## src/mem_pkg.sv

```systemverilog
`default_nettype none

package mem_pkg;

    // APB requester side, as driven by the bus master
    typedef struct packed {
        logic        psel;
        logic        penable;
        logic        pwrite;
        logic [31:0] paddr;
        logic [31:0] pwdata;
        logic [3:0]  pstrb;
    } apb_req_t;

    // APB completer answer
    typedef struct packed {
        logic        pready;
        logic [31:0] prdata;
        logic        pslverr;
    } apb_rsp_t;

    typedef enum logic [1:0] {
        REG_RAM   = 2'd0,
        REG_IO    = 2'd1,
        REG_FAULT = 2'd2
    } region_t;

    typedef struct packed {
        logic [19:0] page;
        logic [9:0]  index;       // Word index into the RAM
        logic [1:0]  boff;
    } ram_view_t;

    typedef struct packed {
        logic [19:0] page;
        logic [11:0] off;         // Register offset inside the I/O page
    } io_view_t;

    // Same address word, read as RAM location or as I/O register
    typedef union packed {
        ram_view_t ram;
        io_view_t  io;
    } mem_addr_u;

    typedef struct packed {
        logic      valid;
        region_t   region;
        logic      we;
        logic [3:0] strb;
        mem_addr_u addr;
        logic [31:0] wdata;
    } mem_req_t;

    typedef struct packed {
        logic        valid;
        logic [31:0] rdata;
    } mem_rsp_t;

    localparam logic [19:0] MMIO_PAGE     = 20'haaaaa;
    localparam logic [11:0] MMIO_DISP_WEA = 12'h004;
    localparam logic [11:0] MMIO_DISP_DAT = 12'h008;
    localparam logic [11:0] MMIO_LED      = 12'h00c;

endpackage

`default_nettype wire

```

## src/mmio_regs.sv

```systemverilog
`timescale 1ns/1ps
`default_nettype none

module mmio_regs (
    input  logic        clk,
    input  logic        rst,
    input  logic        io_sel,
    input  logic        io_we,
    input  logic [11:0] io_off,
    input  logic [31:0] io_wdata,
    output logic [31:0] io_rdata,
    output logic        disp_wea,
    output logic [31:0] disp_dat,
    output logic [15:0] led
);
    import mem_pkg::*;

    logic [31:0] rd_mux;

    always_ff @(posedge clk) begin
        if (rst) begin
            disp_wea <= 1'b0;
            disp_dat <= '0;
            led      <= '0;
        end else if (io_sel && io_we) begin
            unique case (io_off)
                MMIO_DISP_WEA: begin
                    disp_wea <= io_wdata[0];
                end
                MMIO_DISP_DAT: begin
                    disp_dat <= io_wdata;
                end
                MMIO_LED: begin
                    led <= io_wdata[15:0];
                end
                default: begin
                    // Unmapped offsets drop the write
                end
            endcase
        end
    end

    always_comb begin
        unique case (io_off)
            MMIO_DISP_WEA: begin
                rd_mux = {31'd0, disp_wea};
            end
            MMIO_DISP_DAT: begin
                rd_mux = disp_dat;
            end
            MMIO_LED: begin
                rd_mux = {16'd0, led};
            end
            default: begin
                rd_mux = '0;
            end
        endcase
    end

    // Read word lands one cycle after the select, like the RAM
    always_ff @(posedge clk) begin
        if (io_sel) begin
            io_rdata <= rd_mux;
        end
    end

endmodule

`default_nettype wire

```

## config.mk

```make
export PLATFORM = sky130hd
export DESIGN_NAME = mmio_regs
export DESIGN_NICKNAME = d
export VERILOG_FILES = /design/src/mem_pkg.sv /design/src/mmio_regs.sv
export SDC_FILE = /design/constraint.sdc
export NUM_CORES = 1
export LEC_CHECK = 0
export BUFFER_PORTS_ARGS = -buffer_cell sky130_fd_sc_hd__buf_2
export CAP_MARGIN = 30
export CORE_MARGIN = 2
export CORE_UTILIZATION = 55
export CTS_BUF_LIST = sky130_fd_sc_hd__clkbuf_4
export DETAILED_ROUTE_END_ITERATION = 7
export PLACE_DENSITY = 0.88
export RECOVER_POWER = 25
export REMOVE_ABC_BUFFERS = 1
export SETUP_SLACK_MARGIN = 0.2
export SLEW_MARGIN = 10
export SYNTH_ARGS = -nofsm -noshare
export SYNTH_HDL_FRONTEND = slang
export SYNTH_SLANG_ARGS = --single-unit
```

## constraint.sdc

```tcl
create_clock -name clk -period 3.09 [get_ports clk]
set_input_delay 0.618 -clock clk [delete_from_list [all_inputs] [get_ports clk]]
set_output_delay 0.618 -clock clk [all_outputs]
set_load 0.02 [all_outputs]
```

==> impl_metrics.py <==
metrics = {
    "floorplanning": {
        "die_y_um": 82.85,
        "die_x_um": 82.85,
        "dieArea_um2": 6864,
        "core_area_um2": 5956,
        "std_cell_rows": 28,
        "initial_core_util": 0.5742,
        "io_pins": 129,
    },
    "sta": {
        "worst_pin_slew_ps": 999.2,
        "rsz0062_at_grt": "false",
        "fin_crit_sh": 0.7203,
        "fin_crit_ps": 2226,
        "worst_slack_ps": 864.4,
        "hold_viol_final": 0,
        "max_freq_ghz": 0.4493,
        "relSlewSlack": 0.3338,
        "skew_ps": 11.71,
        "setup_viol": 0,
        "drv_slew": 0,
        "timing.hold.ws_ps": 474.6,
    },
    "worst_setup_path": {
        "slowest_stage": "clkbuf_1",
        "path_cells": "clkbuf_1 -> nand4b_1 -> nor4_4 -> buf_4 -> mux2i_1",
        "worstReg2RegStart": "led[0]$_SDFFE_PP0P_",
        "cp-start-kind": "input port",
        "worst_setup_path_end_kind": "flop",
        "worstSetupStartpoint": "io_sel",
        "slowest_delay_ps": 720,
        "cp_top_family": "buffers and inverters",
        "crit_type": "in -> reg",
        "cp.arrival_ps": 2530,
        "worstPathMaxFanout": 23,
        "required_ps": 3400,
        "cp_num_buf_inv": 2,
    },
    "finish": {
        "area_delta_synth_final_pct": 22.98,
        "num_antenna_cells": 0,
        "drive_gt1_frac": 0.3431,
        "nets": 454,
        "most-common-layout-cells": "112 x buf_2, 82 x nand2b_1, 49 x mux2i_1, 49 x dfxtp_1, 32 x edfxtp_1",
        "num-fill-cells": 472,
        "layout_commonest_cell": "buf_2",
    },
    "clock_network": {
        "cts.clk_slew.worst_paths_ps": 120,
        "cts_resized": 0,
        "clock-sinks": 81,
        "ctsHoldBuffers": 0,
        "cts_tree": "done",
        "cts_max_level": 3,
        "numCtsBuffers": 9,
        "clockBufferDepth": 2,
        "cts_setup_buffers": 0,
        "insertion_delay_ps": 390,
        "root_buffer": "clkbuf_4",
    },
    "power": {
        "p_per_area_nw_per_um2": 416.5,
        "ir_drop_v": 0.0002249,
        "power.leakage_nw": 1.862,
    },
    "min_path": {
        "hold_path.startpoint": "io_wdata[29]",
        "min_path_type": "in -> reg",
    },
    "logic_synthesis": {
        "yosys_warnings": 0,
        "synth-adder-area-share": 0,
        "muxShareOfSynthArea": 0.1467,
        "yosysSeqAreaShare": 0.5679,
        "ys_ff_latch": 81,
        "synth_compound_area_frac": 0.04098,
        "synth_cells": 279,
        "netlist_area_um2": 3420,
        "synth_top_family_by_area": "simple AND/OR/NAND/NOR gates",
        "synth_xor_xnor_area_share": 0,
        "synth-simple-area-share": 0.2126,
        "synth.distinct_cells": 21,
        "synth.avg_cell_area_um2": 12.26,
    },
    "placement": {
        "port_buffers": 128,
        "preCtsSetupSlack_ps": 601.8,
        "dp_hpwl_um": 4992,
        "routabilityCongestion": 0.8193,
    },
    "run": {
        "max_cap_viol_count": 0,
    },
    "route": {
        "drtIter0Drc": 141,
        "vias": 2481,
        "via_per_inst": 5.105,
        "drtPass1Iterations": 4,
        "final_antenna_net_count": 0,
        "wl_per_cell_um": 14.36,
        "drc_errors": 0,
        "wl_um": 6979,
    },
    "global_routing": {
        "antenna_found_initial": 0,
        "grt_pass1_vias": 2440,
        "grt_pass1_wl_um": 11390,
        "overflow": 0,
        "grt_use_total": 0.2033,
        "grt_max_degree": 43,
    },
    "outcome": {
        "status": "complete, no violations",
    },
}
-- kinds of logic (layout without fill, tap and decap cells) --
| kind of cell | count (synthesis) | count (layout) |
|---|---|---|
| AO/OA/AOI/OAI | 16 | 16 |
| AND/OR/NAND/NOR | 111 | 111 |
| multiplexers | 50 | 50 |
| flip-flops | 81 | 81 |
| buffers and inverters | 21 | 153 |
-- tightest hold or removal path, stage by stage --
cell      delay [ps]
buf_2             90
nand2b_1          50
mux2i_1           60
-- cell type report --
type                    count  area [um^2]  share of cell area
flip-flops and latches     81         1942              0.4618
inverters                   1        3.754           0.0008926
repair buffers            136        680.7              0.1619
clock buffers              11        82.58             0.01964
multi-input cells         177         1380              0.3282
well taps                  75        93.84             0.02231
clock inverters             5        22.52            0.005356
-- final timing paths --
path	to	slack, ps	cells past startpoint
setup reg to reg	io_rdata[0]$_DFFE_PP_	1940	3
hold / removal	disp_dat[29]$_SDFFE_PP0P_	470	3
setup / recovery	disp_dat[22]$_SDFFE_PP0P_	860	5
hold reg to reg	disp_dat[25]$_SDFFE_PP0P_	490	2
-- state kept, by name (all words and copies together) (netlist names) --
| register | cells |
|---|---|
| io_rdata | 32 |
| disp_dat | 32 |
| disp_wea | 1 |
| led | 16 |
-- where the power goes --
part | internal [mW] | switching [mW] | leakage, nW | total [mW]
registers | 1.12 | 0.00346 | 0.724 | 1.12
clock network | 0.176 | 0.330 | 0.0655 | 0.505
logic | 0.0548 | 0.0665 | 1.07 | 0.121
total | 1.35 | 0.400 | 1.86 | 1.75
-- per-stage QoR --
step	power, mW	setup TNS, ps	util	instances	instance area, um^2
finish	1.751	0	0.7061	486	4205
global route	1.827	0	0.7061	486	4205
CTS	1.765	0	0.7095	486	4225
detailed placement	1.272	0	0.6918	470	4120
floorplan	1.204	-17110	-	259	3314
global placement	1.270	0	0.6918	470	4120
-- cell usage after synthesis, drive strengths merged --
library cell  number  area share
mux2               1      0.0033
nor3               1      0.0015
a22o              15       0.038
clkbuf            11       0.012
inv                1      0.0011
dfxtp             49        0.29
nand2              1      0.0011
nand4b             2      0.0051
nand2b            82        0.15
or2                1      0.0018
and2              16       0.029
mux2i             49        0.14
edfxtp            32        0.28
nand4bb            1      0.0033
buf                9       0.019
nor4               4       0.012
or4                3      0.0088
a2bb2oi            1      0.0026
-- per-layer routing --
layer,vias to the layer above,GRT usage,share of wire
met5,-,0,0
met4,0,0.07750,0.012
met3,7,0.04076,0.054
met2,80,0.3497,0.50
met1,1169,0.2521,0.43
li1,1225,-,-
No activity file was read; power rests on OpenSTA's default activity.
