$ cat src/mem_pkg.sv
`default_nettype none

package mem_pkg;

    // APB requester side, as driven by the bus master
    typedef struct packed {
        logic        psel;
        logic        penable;
        logic        pwrite;
        logic [31:0] paddr;
        logic [31:0] pwdata;
        logic [3:0]  pstrb;
    } apb_req_t;

    // APB completer answer
    typedef struct packed {
        logic        pready;
        logic [31:0] prdata;
        logic        pslverr;
    } apb_rsp_t;

    typedef enum logic [1:0] {
        REG_RAM   = 2'd0,
        REG_IO    = 2'd1,
        REG_FAULT = 2'd2
    } region_t;

    typedef struct packed {
        logic [19:0] page;
        logic [9:0]  index;       // Word index into the RAM
        logic [1:0]  boff;
    } ram_view_t;

    typedef struct packed {
        logic [19:0] page;
        logic [11:0] off;         // Register offset inside the I/O page
    } io_view_t;

    // Same address word, read as RAM location or as I/O register
    typedef union packed {
        ram_view_t ram;
        io_view_t  io;
    } mem_addr_u;

    typedef struct packed {
        logic      valid;
        region_t   region;
        logic      we;
        logic [3:0] strb;
        mem_addr_u addr;
        logic [31:0] wdata;
    } mem_req_t;

    typedef struct packed {
        logic        valid;
        logic [31:0] rdata;
    } mem_rsp_t;

    localparam logic [19:0] MMIO_PAGE     = 20'haaaaa;
    localparam logic [11:0] MMIO_DISP_WEA = 12'h004;
    localparam logic [11:0] MMIO_DISP_DAT = 12'h008;
    localparam logic [11:0] MMIO_LED      = 12'h00c;

endpackage

`default_nettype wire

$ cat src/mem_arbiter.sv
`timescale 1ns/1ps
`default_nettype none

module mem_arbiter (
    input  logic              clk,
    input  logic              rst,
    input  mem_pkg::mem_req_t ireq,
    input  mem_pkg::mem_req_t dreq,
    output mem_pkg::mem_rsp_t irsp,
    output mem_pkg::mem_rsp_t drsp,
    output logic              ram_en,
    output logic              ram_we,
    output logic [3:0]        ram_strb,
    output logic [9:0]        ram_index,
    output logic [31:0]       ram_wdata,
    input  logic [31:0]       ram_rdata,
    output logic              io_sel,
    output logic              io_we,
    output logic [11:0]       io_off,
    output logic [31:0]       io_wdata,
    input  logic [31:0]       io_rdata
);
    import mem_pkg::*;

    logic [1:0]  grant;     // Bit 0 instruction port, bit 1 data port
    logic [1:0]  owner;     // Port whose access is in flight
    logic        busy;
    logic        prio_d;    // Set when the data port wins the next tie
    logic        tgt_io;
    logic [31:0] rdata;
    mem_req_t    sel_req;

    assign busy = |owner;

    always_comb begin
        grant = 2'b00;
        if (!busy) begin
            if (ireq.valid && dreq.valid) begin
                grant = prio_d ? 2'b10 : 2'b01;
            end else if (ireq.valid) begin
                grant = 2'b01;
            end else if (dreq.valid) begin
                grant = 2'b10;
            end
        end
    end

    assign sel_req = grant[1] ? dreq : ireq;

    // Target strobes come straight from the grant so the access starts this cycle
    assign ram_en    = |grant && sel_req.region == REG_RAM;
    assign ram_we    = ram_en && sel_req.we;
    assign ram_strb  = sel_req.strb;
    assign ram_index = sel_req.addr.ram.index;
    assign ram_wdata = sel_req.wdata;

    assign io_sel   = |grant && sel_req.region == REG_IO;
    assign io_we    = io_sel && sel_req.we;
    assign io_off   = sel_req.addr.io.off;
    assign io_wdata = sel_req.wdata;

    always_ff @(posedge clk) begin
        if (rst) begin
            owner  <= 2'b00;
            prio_d <= 1'b0;
            tgt_io <= 1'b0;
        end else begin
            owner <= grant;  // Clears itself one cycle after each grant
            if (|grant) begin
                prio_d <= grant[0];
                tgt_io <= io_sel;
            end
        end
    end

    assign rdata = tgt_io ? io_rdata : ram_rdata;

    assign irsp.valid = owner[0];
    assign irsp.rdata = rdata;
    assign drsp.valid = owner[1];
    assign drsp.rdata = rdata;

    // The granted port still holds its request when the answer returns
    assert property (@(posedge clk) disable iff (rst)
        |grant |=> $onehot(owner & {dreq.valid, ireq.valid}))
        else $error("mem_arbiter: granted request dropped before its response");

endmodule

`default_nettype wire

$ cat config.mk
export PLATFORM = sky130hd
export DESIGN_NAME = mem_arbiter
export DESIGN_NICKNAME = d
export VERILOG_FILES = /design/src/mem_pkg.sv /design/src/mem_arbiter.sv
export SDC_FILE = /design/constraint.sdc
export NUM_CORES = 1
export LEC_CHECK = 0
export ABC_CLOCK_PERIOD_IN_PS = 2700
export BUFFER_PORTS_ARGS = -buffer_cell sky130_fd_sc_hd__buf_2
export CAP_MARGIN = 25
export CORE_AREA = 2 2 143 145
export CTS_CLUSTER_DIAMETER = 100
export DETAILED_ROUTE_END_ITERATION = 10
export DIE_AREA = 0 0 145 147
export PLACE_DENSITY = 0.43
export SLEW_MARGIN = 20
export SYNTH_ARGS = -nofsm -noshare
export SYNTH_HDL_FRONTEND = slang
export SYNTH_SLANG_ARGS = --single-unit
$ cat constraint.sdc
create_clock -name clk -period 2.7 [get_ports clk]
set_input_delay 0.27 -clock clk [delete_from_list [all_inputs] [get_ports clk]]
set_output_delay 0.27 -clock clk [all_outputs]
set_load 0.02 [all_outputs]
==> reports/metrics.yaml <==
outcome:
  status: "complete, no violations"
setup_path:
  crit_path_max_fanout: 43
  endpoint_kind: "output port"
  crit_type: "flop to output port"
  arrival_ps: 2040
  start_kind: "flop"
  crit_chain: "nor3b_2 -> nand2_2 -> buf_12 -> mux2_2 -> buf_2"
  slowest_delay_ps: 390
  cp_num_buf_inv: 2
  slowest_stage: "nor3b_2"
  cp.required_ps: 2430
  path_delay_family: "simple AND/OR/NAND/NOR gates"
cells_and_area:
  diodes: 0
  fillers: 2260
  drive_above_1_share_pct: 92.90
  layout.cells.most_common: "buf_2"
  layout_common_cells: "buf_2, mux2_2, mux2_4, a21oi_1"
  finalNonFillerCells: 721
  stdcell_area_mm2: 0.003312
  nets: 663
  utilization_pct: 16.69
  area.growth.synth_to_final_pct: 82.05
floorplan:
  die_x_um: 145
  io_pins: 370
  rows: 52
  core_mm2: 0.01984
  design.die.area_mm2: 0.02132
  initial_core_util_pct: 9.168
  die_h_um: 147
cts:
  path_clk_slew_ps: 30
  htreeDepth: 1
  worstSkewPairLatency_ps: 220
  holdBufCountCts: 0
  cts_resized: 0
  clock-sinks: 4
  tritoncts: "yes"
  clock_path_buffers: 2
  cts_buffers: 3
  postCtsSetupRepairBufs: 0
  ctsRootBufferMaster: "clkbuf_16"
hold_path:
  hold_path_class: "primary input to flop"
timing:
  holdWs_ps: 269.1
  worst_slew_pin_slew_ps: 414.1
  post-route-period-util_pct: 85.56
  grt_setup_unrepaired: "false"
  max_freq_mhz: 432.9
  hold_violations: 0
  fin_crit_ps: 2310
  setup_tns_ps: 0
  worst_slack_ps: 389.8
  setup_viol: 0
  slew_headroom_pct: 72.34
  drv_slew: 0
  skew_ps: 1.157
routing:
  routedWlPerCell_um: 11.24
  drt.antenna.violating_nets: 0
  drt-pass1-iter-count: 4
  drt_iter0_drc: 44
  drt-total-wl_mm: 8.104
  via_per_inst: 3.295
  vias: 2376
  drc: 0
global_route:
  gr-total-overflow: 0
  antenna_found_initial: 0
  grt_pass1_vias: 2151
  grt_usage_pct: 6.865
  grt_max_degree: 44
  grt_pass1_wl_mm: 11.32
placed_design:
  port_buffers: 329
  pre_cts_ws_ps: 593.5
  place.detailed.hpwl_mm: 7.506
  dpl-instance-area_mm2: 0.003237
  dp_cells: 718
  place.gp.congestion: 0.7494
synth:
  ys_types: 27
  synth.avg_cell_area_um2: 9.142
  ys_seq_area_share_pct: 4.402
  netlist_instances: 199
  yosysWarnings: 0
  synth-seq-cells: 4
  syn_nets: 409
  syn-cell-area_mm2: 0.001819
power_and_ir_drop:
  powerDensity_mw_per_mm2: 370.9
  power.total_mw: 1.228
  p_leak_nw: 1.817
  vdd_ir_drop_max_uv: 168.6
run:
  maxCapViolations: 0
## kinds of logic (layout without fill, tap and decap cells)
logic type	Yosys count	count (layout)	synth area share, %
multiplexers	80	80	51.38
buffers and inverters	84	336	33.42
flip-flops	4	4	4.402
AND/OR/NAND/NOR	19	19	6.810
AO/OA/AOI/OAI	12	12	3.990
## worst paths after layout
path                       start                  end  slack, ps  cells past startpoint
max          owner[1]$_SDFF_PP0_        ram_wdata[26]        390                      5
max reg2reg  owner[1]$_SDFF_PP0_  tgt_io$_SDFFE_PP0P_       1250                      3
min                          rst  owner[1]$_SDFF_PP0_        270                      2
min reg2reg  prio_d$_SDFFE_PP0P_  owner[0]$_SDFF_PP0_        480                      1
## cell usage after synthesis
master / n / share of area, %
buf_2: 3 / 0.83
and2_1: 1 / 0.34
mux2_4: 9 / 7.4
a21oi_1: 6 / 1.7
mux2_2: 71 / 44
o211ai_1: 1 / 0.41
nor3b_1: 1 / 0.41
o2111ai_1: 1 / 0.48
nand4_1: 1 / 0.34
inv_1: 1 / 0.21
nand2b_1: 1 / 0.34
nand4b_1: 2 / 0.96
clkbuf_1: 4 / 0.83
nor2_1: 4 / 0.83
buf_4: 75 / 31
a22oi_1: 1 / 0.41
or2_2: 1 / 0.34
nand3b_1: 1 / 0.41
nor2b_1: 2 / 0.69
or3b_4: 1 / 0.62
o21ai_0: 2 / 0.55
or4_1: 1 / 0.41
nor3b_2: 1 / 0.69
buf_6: 1 / 0.62
a311oi_1: 1 / 0.48
dfxtp_1: 4 / 4.4
nand2_1: 2 / 0.41
## flip-flops by register name (all words and copies together) (netlist names)
signal,cells
prio_d,1
owner,2
tgt_io,1
## area by class of cell
type | instances | area [um^2] | area share [%]
clock buffer | 3 | 75.07 | 2.267
inverter | 1 | 3.754 | 0.1133
multi-input combinational | 111 | 1134 | 34.23
sequential | 4 | 80.08 | 2.418
tap | 270 | 337.8 | 10.20
timing repair buffer | 332 | 1682 | 50.77
## routing by layer
metal / routed length, um / vias up / track usage, %
met3: 1131 / 6 / 2.826
li1: - / 1130 / -
met5: 0 / - / 0
met1: 2797 / 1017 / 6.925
met4: 93 / 0 / 1.584
met2: 4082 / 223 / 13.14
## where the power goes
| part | internal (mW) | switching, mW | total (mW) |
|---|---|---|---|
| sequential | 0.0646 | 0.00456 | 0.0692 |
| clock | 0.189 | 0.0408 | 0.230 |
| combinational | 0.387 | 0.542 | 0.929 |
| total | 0.641 | 0.587 | 1.23 |
Power figures use the tool's default switching activity.
