===== src/mem_pkg.sv =====
`default_nettype none

package mem_pkg;

    // APB requester side, as driven by the bus master
    typedef struct packed {
        logic        psel;
        logic        penable;
        logic        pwrite;
        logic [31:0] paddr;
        logic [31:0] pwdata;
        logic [3:0]  pstrb;
    } apb_req_t;

    // APB completer answer
    typedef struct packed {
        logic        pready;
        logic [31:0] prdata;
        logic        pslverr;
    } apb_rsp_t;

    typedef enum logic [1:0] {
        REG_RAM   = 2'd0,
        REG_IO    = 2'd1,
        REG_FAULT = 2'd2
    } region_t;

    typedef struct packed {
        logic [19:0] page;
        logic [9:0]  index;       // Word index into the RAM
        logic [1:0]  boff;
    } ram_view_t;

    typedef struct packed {
        logic [19:0] page;
        logic [11:0] off;         // Register offset inside the I/O page
    } io_view_t;

    // Same address word, read as RAM location or as I/O register
    typedef union packed {
        ram_view_t ram;
        io_view_t  io;
    } mem_addr_u;

    typedef struct packed {
        logic      valid;
        region_t   region;
        logic      we;
        logic [3:0] strb;
        mem_addr_u addr;
        logic [31:0] wdata;
    } mem_req_t;

    typedef struct packed {
        logic        valid;
        logic [31:0] rdata;
    } mem_rsp_t;

    localparam logic [19:0] MMIO_PAGE     = 20'haaaaa;
    localparam logic [11:0] MMIO_DISP_WEA = 12'h004;
    localparam logic [11:0] MMIO_DISP_DAT = 12'h008;
    localparam logic [11:0] MMIO_LED      = 12'h00c;

endpackage

`default_nettype wire


===== src/apb_port.sv =====
`timescale 1ns/1ps
`default_nettype none

module apb_port #(
    parameter int RAM_WORDS = 1024,
    parameter bit WRITABLE  = 1'b1
) (
    input  logic              clk,
    input  logic              rst,
    input  mem_pkg::apb_req_t apb_req,
    output mem_pkg::apb_rsp_t apb_rsp,
    output mem_pkg::mem_req_t mreq,
    input  mem_pkg::mem_rsp_t mrsp
);
    import mem_pkg::*;

    localparam logic [31:0] RAM_BYTES = 32'(RAM_WORDS) * 32'd4;

    typedef enum logic [1:0] {
        ST_IDLE,
        ST_WAIT,
        ST_DONE
    } state_t;

    state_t    state;
    mem_addr_u addr_u;
    region_t   region;
    logic      access;
    logic      fault;

    assign addr_u = apb_req.paddr;
    assign access = apb_req.psel && apb_req.penable;  // Access phase of APB

    // The I/O page is only reachable from the data port
    always_comb begin
        if (WRITABLE && addr_u.io.page == MMIO_PAGE) begin
            region = REG_IO;
        end else if (apb_req.paddr < RAM_BYTES) begin
            region = REG_RAM;
        end else begin
            region = REG_FAULT;
        end
        if (!WRITABLE && apb_req.pwrite) begin
            region = REG_FAULT;
        end
    end

    assign fault = (region == REG_FAULT);

    always_ff @(posedge clk) begin
        if (rst) begin
            state <= ST_IDLE;
        end else begin
            unique case (state)
                ST_IDLE: begin
                    if (access && !fault) begin
                        state <= ST_WAIT;
                    end
                end
                ST_WAIT: begin
                    if (mrsp.valid) begin
                        state <= ST_DONE;
                    end
                end
                default: begin
                    state <= ST_IDLE;  // One guard cycle while the requester moves on
                end
            endcase
        end
    end

    // Request goes out in the first access cycle and holds until answered
    always_comb begin
        mreq.valid  = (state == ST_IDLE && access && !fault) || state == ST_WAIT;
        mreq.region = region;
        mreq.we     = apb_req.pwrite;
        mreq.strb   = apb_req.pstrb;
        mreq.addr   = addr_u;
        mreq.wdata  = apb_req.pwdata;
    end

    always_comb begin
        apb_rsp.pslverr = state == ST_IDLE && access && fault;  // Error needs no wait state
        apb_rsp.pready  = apb_rsp.pslverr || (state == ST_WAIT && mrsp.valid);
        apb_rsp.prdata  = (state == ST_WAIT && mrsp.valid) ? mrsp.rdata : '0;
    end

    assert property (@(posedge clk) disable iff (rst)
        (access && !apb_rsp.pready) |=> $stable(apb_req.paddr))
        else $error("apb_port: paddr changed during access phase");

endmodule

`default_nettype wire


===== config.mk =====
export PLATFORM = sky130hd
export DESIGN_NAME = apb_port
export DESIGN_NICKNAME = d
export VERILOG_FILES = /design/src/mem_pkg.sv /design/src/apb_port.sv
export SDC_FILE = /design/constraint.sdc
export NUM_CORES = 1
export LEC_CHECK = 0
export ABC_CLOCK_PERIOD_IN_PS = 2400
export BUFFER_PORTS_ARGS = -buffer_cell sky130_fd_sc_hd__buf_2
export CORE_AREA = 2 2 81 83
export CTS_CLUSTER_DIAMETER = 60
export DETAILED_ROUTE_END_ITERATION = 6
export DIE_AREA = 0 0 83 85
export SETUP_SLACK_MARGIN = 0.05
export SLEW_MARGIN = 15
export SYNTH_ARGS = -nofsm -noshare
export SYNTH_HDL_FRONTEND = slang
export SYNTH_SLANG_ARGS = --single-unit

===== constraint.sdc =====
create_clock -name clk -period 2.4 [get_ports clk]
set_clock_uncertainty 0.15 [all_clocks]
set_input_delay 0 -clock clk [delete_from_list [all_inputs] [get_ports clk]]
set_output_delay 0 -clock clk [all_outputs]
set_load 0.05 [all_outputs]

==> out/metrics.cfg, run 1 <==
[status]
outcome=complete, no violations

[floorplan]
die_w_um=83
io_pins=212
die_y_um=85
start_util_pct=15.2
fp.dieArea_mm2=0.00706
core_area_mm2=0.00620
num_rows=29

[layout]
fin_util_pct=26.5
finish.net_count=336
layout-drive-gt1-share_pct=53.1
largest_register_ffs=2
regMostFlops=state
multiInputGateArea_um2=369
regArea_um2=40.0
syn_to_final_growth_pct=74.5
top_regs=state (2)
stdcell_area_mm2=0.00164
diodes=0
fillers=678

[placement]
place_ws_ns=0.762
numPortBuffers=113
dpl_cell_area_mm2=0.00108
place_congestion=0.663

[cts]
cts_root_buf=clkbuf_8
clkLatencyLatePin_ns=0.21
clk_path_buf_depth=2
numCtsBuffers=3
cts_tree=done
post_cts_buffers=0
cts.sinks=2
h-tree-depth=1
cts.clk_slew.worst_paths_ns=0.03

[sta]
hold_viol=0
tns_ns=0
relSlewSlack_pct=65.1
period_share_pct=69.2
tightest_slew_ns=0.522
finalSetupViolations=0
fin_ws_ns=0.740
whs_ns=0.0527
rsz0062_at_grt=no
max_freq_mhz=602
min_period_ns=1.66
slew_violations=0

[worst_setup_path]
worst-r2r-cell-count=3
startpoint_type=flip-flop
path_max_fanout=33
critical_path.max_stage_delay_ns=0.30
worst_ep_required_time_ns=2.25
reg2reg_slack_ns=0.97
worst-setup-path-type=reg -> out
r2r_end=state[1]
crit_slowest_cell=dfxtp_1
worstReg2RegStart=state[1]
cp_cell_sequence=nand2b_1 -> nor2_1 -> buf_4 -> and2_1 -> buf_2
cp-end-kind=output port
arrival_ns=1.51

[logic_synthesis]
synthArstFlopShare_pct=0
yosys-top-cells-count=buf_4, and2_1, nor2_1
synth.cell_area_um2=942
synth_area_leaders=buf_4, and2_1, dfxtp_1
syn-num-nets=237
postSynthAreaPerCell_um2=7.19
ys_types=22
synth-seq-area-share_pct=4.25
yosys_most_used_dff=dfxtp_1
yosysTopAreaCellShare_pct=55.0
synth_edf_count=0
yosysMostFrequentCell=buf_4
yosys_warnings=0
yosysTopAreaCell=buf_4
synth.ff_latch_count=2
netlist_instances=131

[worst_hold_path]
hp-class=in -> reg
hold_start=apb_req[65]
holdPathStages=4
min_to=state[0]

[routing]
first_pass_iters=2
drtAntennaViolNets=0
top_layer=met3
wl_met1_mm=1.15
drt_iter0_markers=12
vias_per_cell=3.71
wl_met3_um=357
wl_mm=3.43
avgRoutedWirePerCell_um=11.2
vias=1133
drc=0
wl_met2_mm=1.92

[power]
power.density_mw_per_mm2=327
seq_power_share_pct=6.2
leakagePower_nw=0.902
comb_power_share_pct=69.3
swShare_pct=54.6
power.switching_uw=294
p_int_uw=244
clock_power_share_pct=24.4
ir_worst_vdd_mv=0.169

[global_route]
global_route.overflow_total=0
grt_antenna_before_repair=0
grt_max_degree=34
grt_pass1_wl_mm=4.71
grt.total_usage_pct=7.89
grt_pass1_vias=1090

[run]
cap_violations=0

[layer usage]
layer  track usage, %  vias up
li1                 -      546
met1             8.29      485
met2             15.6      102
met3             1.95        0
met4             1.94        0
met5                0        -
[through the flow]
| step | std cells | power [mW] |
|---|---|---|
| global placement | 250 | 0.179 |
| CTS | 305 | 0.543 |
| detailed placement | 250 | 0.181 |
| global route | 305 | 0.560 |
| finish | 305 | 0.538 |
| floorplan | 131 | 0.357 |
[logic make-up after synthesis]
logic type	count (synthesis)	synth area share (%)
flip-flops	2	4.25
buffers and inverters	73	56.6
AO/OA/AOI/OAI	4	3.72
AND/OR/NAND/NOR	52	35.5
[worst max-delay path by stage]
stage,start,to,slack [ns],cells after the start
final,state[1],apb_rsp[30],0.74,5
after global routing,state[1],apb_rsp[23],0.63,5
after CTS,state[1],apb_rsp[23],0.72,5
after detailed placement,apb_req[57],apb_rsp[33],0.76,6
after global placement,apb_req[57],apb_rsp[33],0.78,6
after floorplan,apb_req[57],mreq[71],0.43,4
[critical path: cells and delay by family, from the launching register on]
kind | cells | cell delay (ns)
AND/OR/NAND/NOR | 3 | 0.47
buffers and inverters | 2 | 0.53
flip-flops | 1 | 0.30
[power groups by stage]
stage                     clock [mW]  sequential, mW  combinational (mW)
after floorplan                    0          0.0339               0.323
after global placement             0          0.0339               0.145
after detailed placement           0          0.0339               0.147
after CTS                      0.136          0.0335               0.374
after global routing           0.141          0.0335               0.385
final                          0.131          0.0335               0.373
[what timing repair did]
action / in CTS / in global routing
setup endpoints to repair: 0 / 0
endpoints found under the hold margin: 51 / 0
hold buffers: 52 / 0
resized for setup: 0 / 0
[area by class of cell]
type                            count  area share [%]
Inverter                            1           0.228
Multi-Input combinational cell     56            22.5
Timing Repair Buffer              166            66.5
Sequential cell                     2            2.44
Tap cell                           77            5.86
Clock buffer                        3            2.51
[placed cells by master (no fill, tap or decap)]
cell type      synthesis  final
nand2b_1               1      1
nor3_1                 1      1
nand2_1                1      1
a41o_1                 1      1
buf_2                  0    113
nor2b_1                2      2
o32ai_1                1      1
or3_1                  1      1
inv_1                  1      1
clkbuf_8               0      3
buf_4                 69      1
nand4_1                2      2
o21ai_1                1      1
or4_4                  1      1
dlygate4sd3_1          0     52
dfxtp_1                2      2
nor4_1                 2      2
or4_1                  1      1
nor2_1                 4      4
o21bai_2               1      1
nand3_1                2      2
nor4_4                 1      1
nor3_2                 1      1
and2_1                32     32
(Power assumes the default switching activity.)
==> run 2: changes to the inputs <==
- ABC_AREA: default -> 1
- ABC_CLOCK_PERIOD_IN_PS: 2400 -> 1400
- CORE_AREA: 2 2 81 83 -> 2 2 82 84
- DIE_AREA: 0 0 83 85 -> 0 0 84 86
- clock period: 2.4 -> 1.4 ns (I/O delays scaled with it)
==> run 2 against run 1 <==
Effect of this change: sequential power is 72% higher; clock-buffer cell count stayed put; combinational power is 87% higher; flip-flop and latch count stayed put; clock power is 77% higher; power is 83% higher; area after synthesis is 13% higher.
==> out/metrics.cfg, run 2 <==
[layout]
largest_register_ffs=2
regArea_um2=41.3
multiInputGateArea_um2=429
final_common_cell=buf_2
top_regs=state (2)
final_cell_mix=buf_2, dlygate4sd3_1, inv_1, buf_6, nor2_2
diodes=0
layout-drive-gt1-share_pct=52.1
finish.net_count=400
fillers=671
regMostFlops=state
syn_to_final_growth_pct=93.3

[logic_synthesis]
yosysTopAreaCellShare_pct=48.6
synth_edf_count=0
yosys-top-cells-count=buf_4, nor2_1, inv_1
yosysMostFrequentCell=buf_4
postSynthAreaPerCell_um2=5.43
yosys_most_used_dff=dfxtp_1
yosysTopAreaCell=buf_4
syn-num-nets=302
synthArstFlopShare_pct=0
netlist_instances=196
synth.ff_latch_count=2
synth-seq-area-share_pct=3.76
yosys_warnings=0
synth.cell_area_mm2=0.00106
ys_types=16
synth_area_leaders=buf_4, nor2_1, inv_1

[power]
power.density_mw_per_mm2=479
total_power_uw=986
leakagePower_nw=1.13
ir_worst_vdd_mv=0.471

[sta]
period_share_pct=97.7
max_freq_mhz=731
whs_ns=0.0198
slew_violations=0
relSlewSlack_pct=64.7
tns_ns=0
rsz0062_at_grt=yes
min_period_ns=1.37
tightest_slew_ns=0.527
hold_viol=0
finalSetupViolations=0

[worst_setup_path]
worst-setup-path-type=reg -> out
critical_path.max_stage_delay_ns=0.30
worst_ep_required_time_ns=1.25
crit_start=state[1]
cp-end-kind=output port
startpoint_type=flip-flop
path_max_fanout=33
worstReg2RegStart=state[1]
cp_cell_sequence=inv_1 -> nand3_2 -> buf_12 -> nor2_1 -> buf_6
arrival_ns=1.22
crit_slowest_cell=dfxtp_1

[routing]
drt_iter0_markers=22
first_pass_iters=4
wl_mm=4.02
avgRoutedWirePerCell_um=10.9
vias=1397
vias_per_cell=3.79
drc=0
drtAntennaViolNets=0

[global_route]
grt_pass1_wl_mm=5.22
grt.total_usage_pct=8.59
grt_max_degree=34
grt_antenna_before_repair=0
global_route.overflow_total=0
grt_pass1_vias=1195

[floorplan]
io_pins=212
num_rows=29
die_w_um=84
start_util_pct=17.0
die_y_um=86
core_area_mm2=0.00628
fp.dieArea_mm2=0.00722

[cts]
h-tree-depth=1
clk_path_buf_depth=2
cts.sinks=2
cts_root_buf=clkbuf_8
cts_tree=done
clkLatencyLatePin_ns=0.21
numCtsBuffers=3
cts.clk_slew.worst_paths_ns=0.03
post_cts_buffers=0

[placement]
numPortBuffers=113
place_congestion=0.643
place.detailed.hpwl_mm=2.63

[run]
cap_violations=0

[worst_hold_path]
hp-class=in -> reg
hold_start=apb_req[69]

[status]
outcome=complete, no violations

==> run 2: cell count changes after synthesis, sizes merged, moves of 2 or more <==
| cell | change |
|---|---|
| nor2 | +48 |
| inv | +38 |
| and2 | -31 |
| nand2 | +17 |
| buf | +3 |
| clkbuf | -3 |
| nor4 | -3 |
| nand3 | +2 |
| nor2b | -2 |
| or2 | +2 |
| or4 | -2 |
==> run 2: critical path: cells and delay by family (launching register included) <==
kind / cells / cell delay, ns
buffers and inverters: 3 / 0.45
DFF: 1 / 0.30
and+or+nand+nor: 2 / 0.24
==> run 2: repair_timing <==
item                                    in CTS  in global routing
endpoints found under the setup margin      35                 35
endpoints found under the hold margin       51                  0
resized for setup                           49                 39
pin swaps                                    0                  1
hold buffers                                51                  0
==> run 2: area by class of cell <==
type                    instances  share of cell area (%)
flip-flops and latches          2                    2.01
clock buffers                   3                    2.01
repair buffers                165                    63.3
inverters                      39                    7.11
well taps                      77                    4.68
multi-input cells              83                    20.9
==> run 2: report_power, final <==
group | total [mW] | internal (mW) | switching (mW)
Combinational | 0.696 | 0.196 | 0.501
Sequential | 0.0575 | 0.0575 | 0.0000000280
Clock | 0.232 | 0.182 | 0.0499
Total | 0.986 | 0.435 | 0.550
==> run 2: through the flow <==
step,util (%),std cells,worst slack [ns],cell area (µm²)
2_1_floorplan,-,196,-0.113,1090
6_report,32.8,369,0.0325,2060
3_3_place_gp,19.8,315,0.178,1240
4_1_cts,30.9,369,0.00145,1940
5_1_grt,32.8,369,-0.0244,2060
3_5_place_dp,19.8,315,0.150,1240
==> run 2: layer usage <==
metal  vias to the layer above  wire length (µm)  track usage, %
li1                        683                 -               -
met1                       614              1320            9.22
met2                        97              2390            18.3
met3                         3               281           0.385
met4                         0                27            1.76
met5                         -                 0               0
==> run 2: kinds of logic (layout without fill, tap and decap cells) <==
kind of cell / after synthesis / in the layout / synth area share (%)
buf+inv: 111 / 207 / 63.8
simple gates: 81 / 81 / 31.1
compound gates: 2 / 2 / 1.29
flops: 2 / 2 / 3.76
==> run 2: final timing paths <==
kind	to	slack, ns	cells past startpoint
worst max-delay path	apb_rsp[22]	0.03	5
worst min-delay path	state[0]	0.02	5
worst max register to register	state[0]	0.34	4
worst min register to register	state[0]	0.39	3
==> run 3: changes to the inputs <==
- SETUP_SLACK_MARGIN: 0.05 -> default
==> run 3 against run 2 <==
Effect of this change: register-to-register slack is essentially flat; die area is the same; routed wire length shrank 3.3%; clock-buffer cell count is the same; largest cell class unchanged; critical path type unchanged; via count shrank 1.1%; core utilization shrank 1.9 points; setup slack gained 0.013 ns; flip-flop and latch count is the same; critical path depth is the same; non-clock buffer count is the same; largest power group unchanged.
==> out/metrics.cfg, run 3 (synthesis results as in run 2) <==
[global_route]
grt.total_usage_pct=8.39
grt_antenna_before_repair=0
grt_pass1_wl_mm=5.09
global_route.overflow_total=0
grt_max_degree=34
grt_pass1_vias=1167

[cts]
post_cts_buffers=0
cts.clk_slew.worst_paths_ns=0.03
cts.sinks=2
cts_tree=done
numCtsBuffers=3
clk_path_buf_depth=2
cts_root_buf=clkbuf_8
h-tree-depth=1
clkLatencyLatePin_ns=0.21

[floorplan]
core_area_mm2=0.00628
die_w_um=84
num_rows=29
fp.dieArea_mm2=0.00722
die_y_um=86
start_util_pct=17.0
io_pins=212

[sta]
period_share_pct=96.7
finalSetupViolations=0
relSlewSlack_pct=65.0
min_period_ns=1.35
tns_ns=0
whs_ns=0.0169
rsz0062_at_grt=yes
tightest_slew_ns=0.524
hold_viol=0
slew_violations=0
max_freq_mhz=739

[routing]
avgRoutedWirePerCell_um=10.5
drt_iter0_markers=14
drc=0
vias_per_cell=3.75
first_pass_iters=4
vias=1382
wl_mm=3.89
drtAntennaViolNets=0

[power]
leakagePower_nw=1.13
total_power_uw=981
ir_worst_vdd_mv=0.471
power.density_mw_per_mm2=505

[layout]
syn_to_final_growth_pct=82.4
stdcell_count=369
multiInputGateArea_um2=402
finish.net_count=400
fillers=678
final_common_cell=buf_2
top_regs=state (2)
final_cell_mix=buf_2, dlygate4sd3_1, inv_1, nor2_1, buf_4
regMostFlops=state
regArea_um2=41.3
layout-drive-gt1-share_pct=48.3
fin_util_pct=30.9
diodes=0
largest_register_ffs=2

[worst_setup_path]
cp-end-kind=output port
worstReg2RegStart=state[1]
arrival_ns=1.20
worst_ep_required_time_ns=1.25
worst-setup-path-type=reg -> out
r2r_end=state[0]
path_max_fanout=33
worst-r2r-cell-count=4
reg2reg_slack_ns=0.34
startpoint_type=flip-flop

[worst_hold_path]
holdPathStages=5
hp-class=in -> reg
hold_start=apb_req[69]
min_to=state[0]

[placement]
place_congestion=0.643
place.detailed.hpwl_mm=2.63
place_inst=315
numPortBuffers=113

[run]
cap_violations=0

[status]
outcome=complete, no violations

==> run 3: final cells by class <==
type                       count  share of cell area [%]
tap                           77                    4.96
clock buffer                   3                    2.13
inverter                      39                    7.54
timing repair buffer         165                    62.6
multi-input combinational     83                    20.7
sequential                     2                    2.13
==> run 3: metal layers <==
metal | wire length (µm) | vias to the layer above | share of wire, % | GRT usage (%)
li1 | - | 683 | - | -
met1 | 1250 | 599 | 32 | 8.71
met2 | 2330 | 97 | 60 | 18.2
met3 | 284 | 3 | 7.3 | 0.385
met4 | 27 | 0 | 0.69 | 1.76
met5 | 0 | - | 0 | 0
==> run 3: metrics by stage <==
step / worst slack, ns / instance area (µm²)
after floorplan: -0.113 / 1090
after global placement: 0.178 / 1240
after detailed placement: 0.150 / 1240
after CTS: -0.0000822 / 1880
after global routing: -0.0427 / 1940
final: 0.0460 / 1940
==> run 3: worst max-delay path by stage <==
stage	from	to	slack, ns	cells after the start
final	state[1]	apb_rsp[14]	0.05	5
after global routing	state[1]	apb_rsp[13]	-0.04	5
after detailed placement	state[0]	apb_rsp[33]	0.15	4
after floorplan	state[1]	apb_rsp[33]	-0.11	3
after CTS	state[0]	apb_rsp[32]	-0.00008	4
after global placement	state[1]	apb_rsp[33]	0.18	4
==> run 3: timing repair <==
action                                  4_1_cts  5_1_grt
endpoints found under the setup margin       34       33
hold endpoints to repair                     51        0
hold buffers                                 51        0
gates resized for setup                      35       18
==> run 3: report_power, final <==
| group | switching [mW] | internal [mW] |
|---|---|---|
| logic | 0.497 | 0.195 |
| clock network | 0.0499 | 0.182 |
| registers | 0.0000000269 | 0.0575 |
==> run 3: critical path, stage by stage, from the launching register on <==
cell,delay [ns]
dfxtp_1,0.30
inv_1,0.08
nand3_2,0.09
buf_12,0.18
nor2_1,0.14
buf_6,0.18
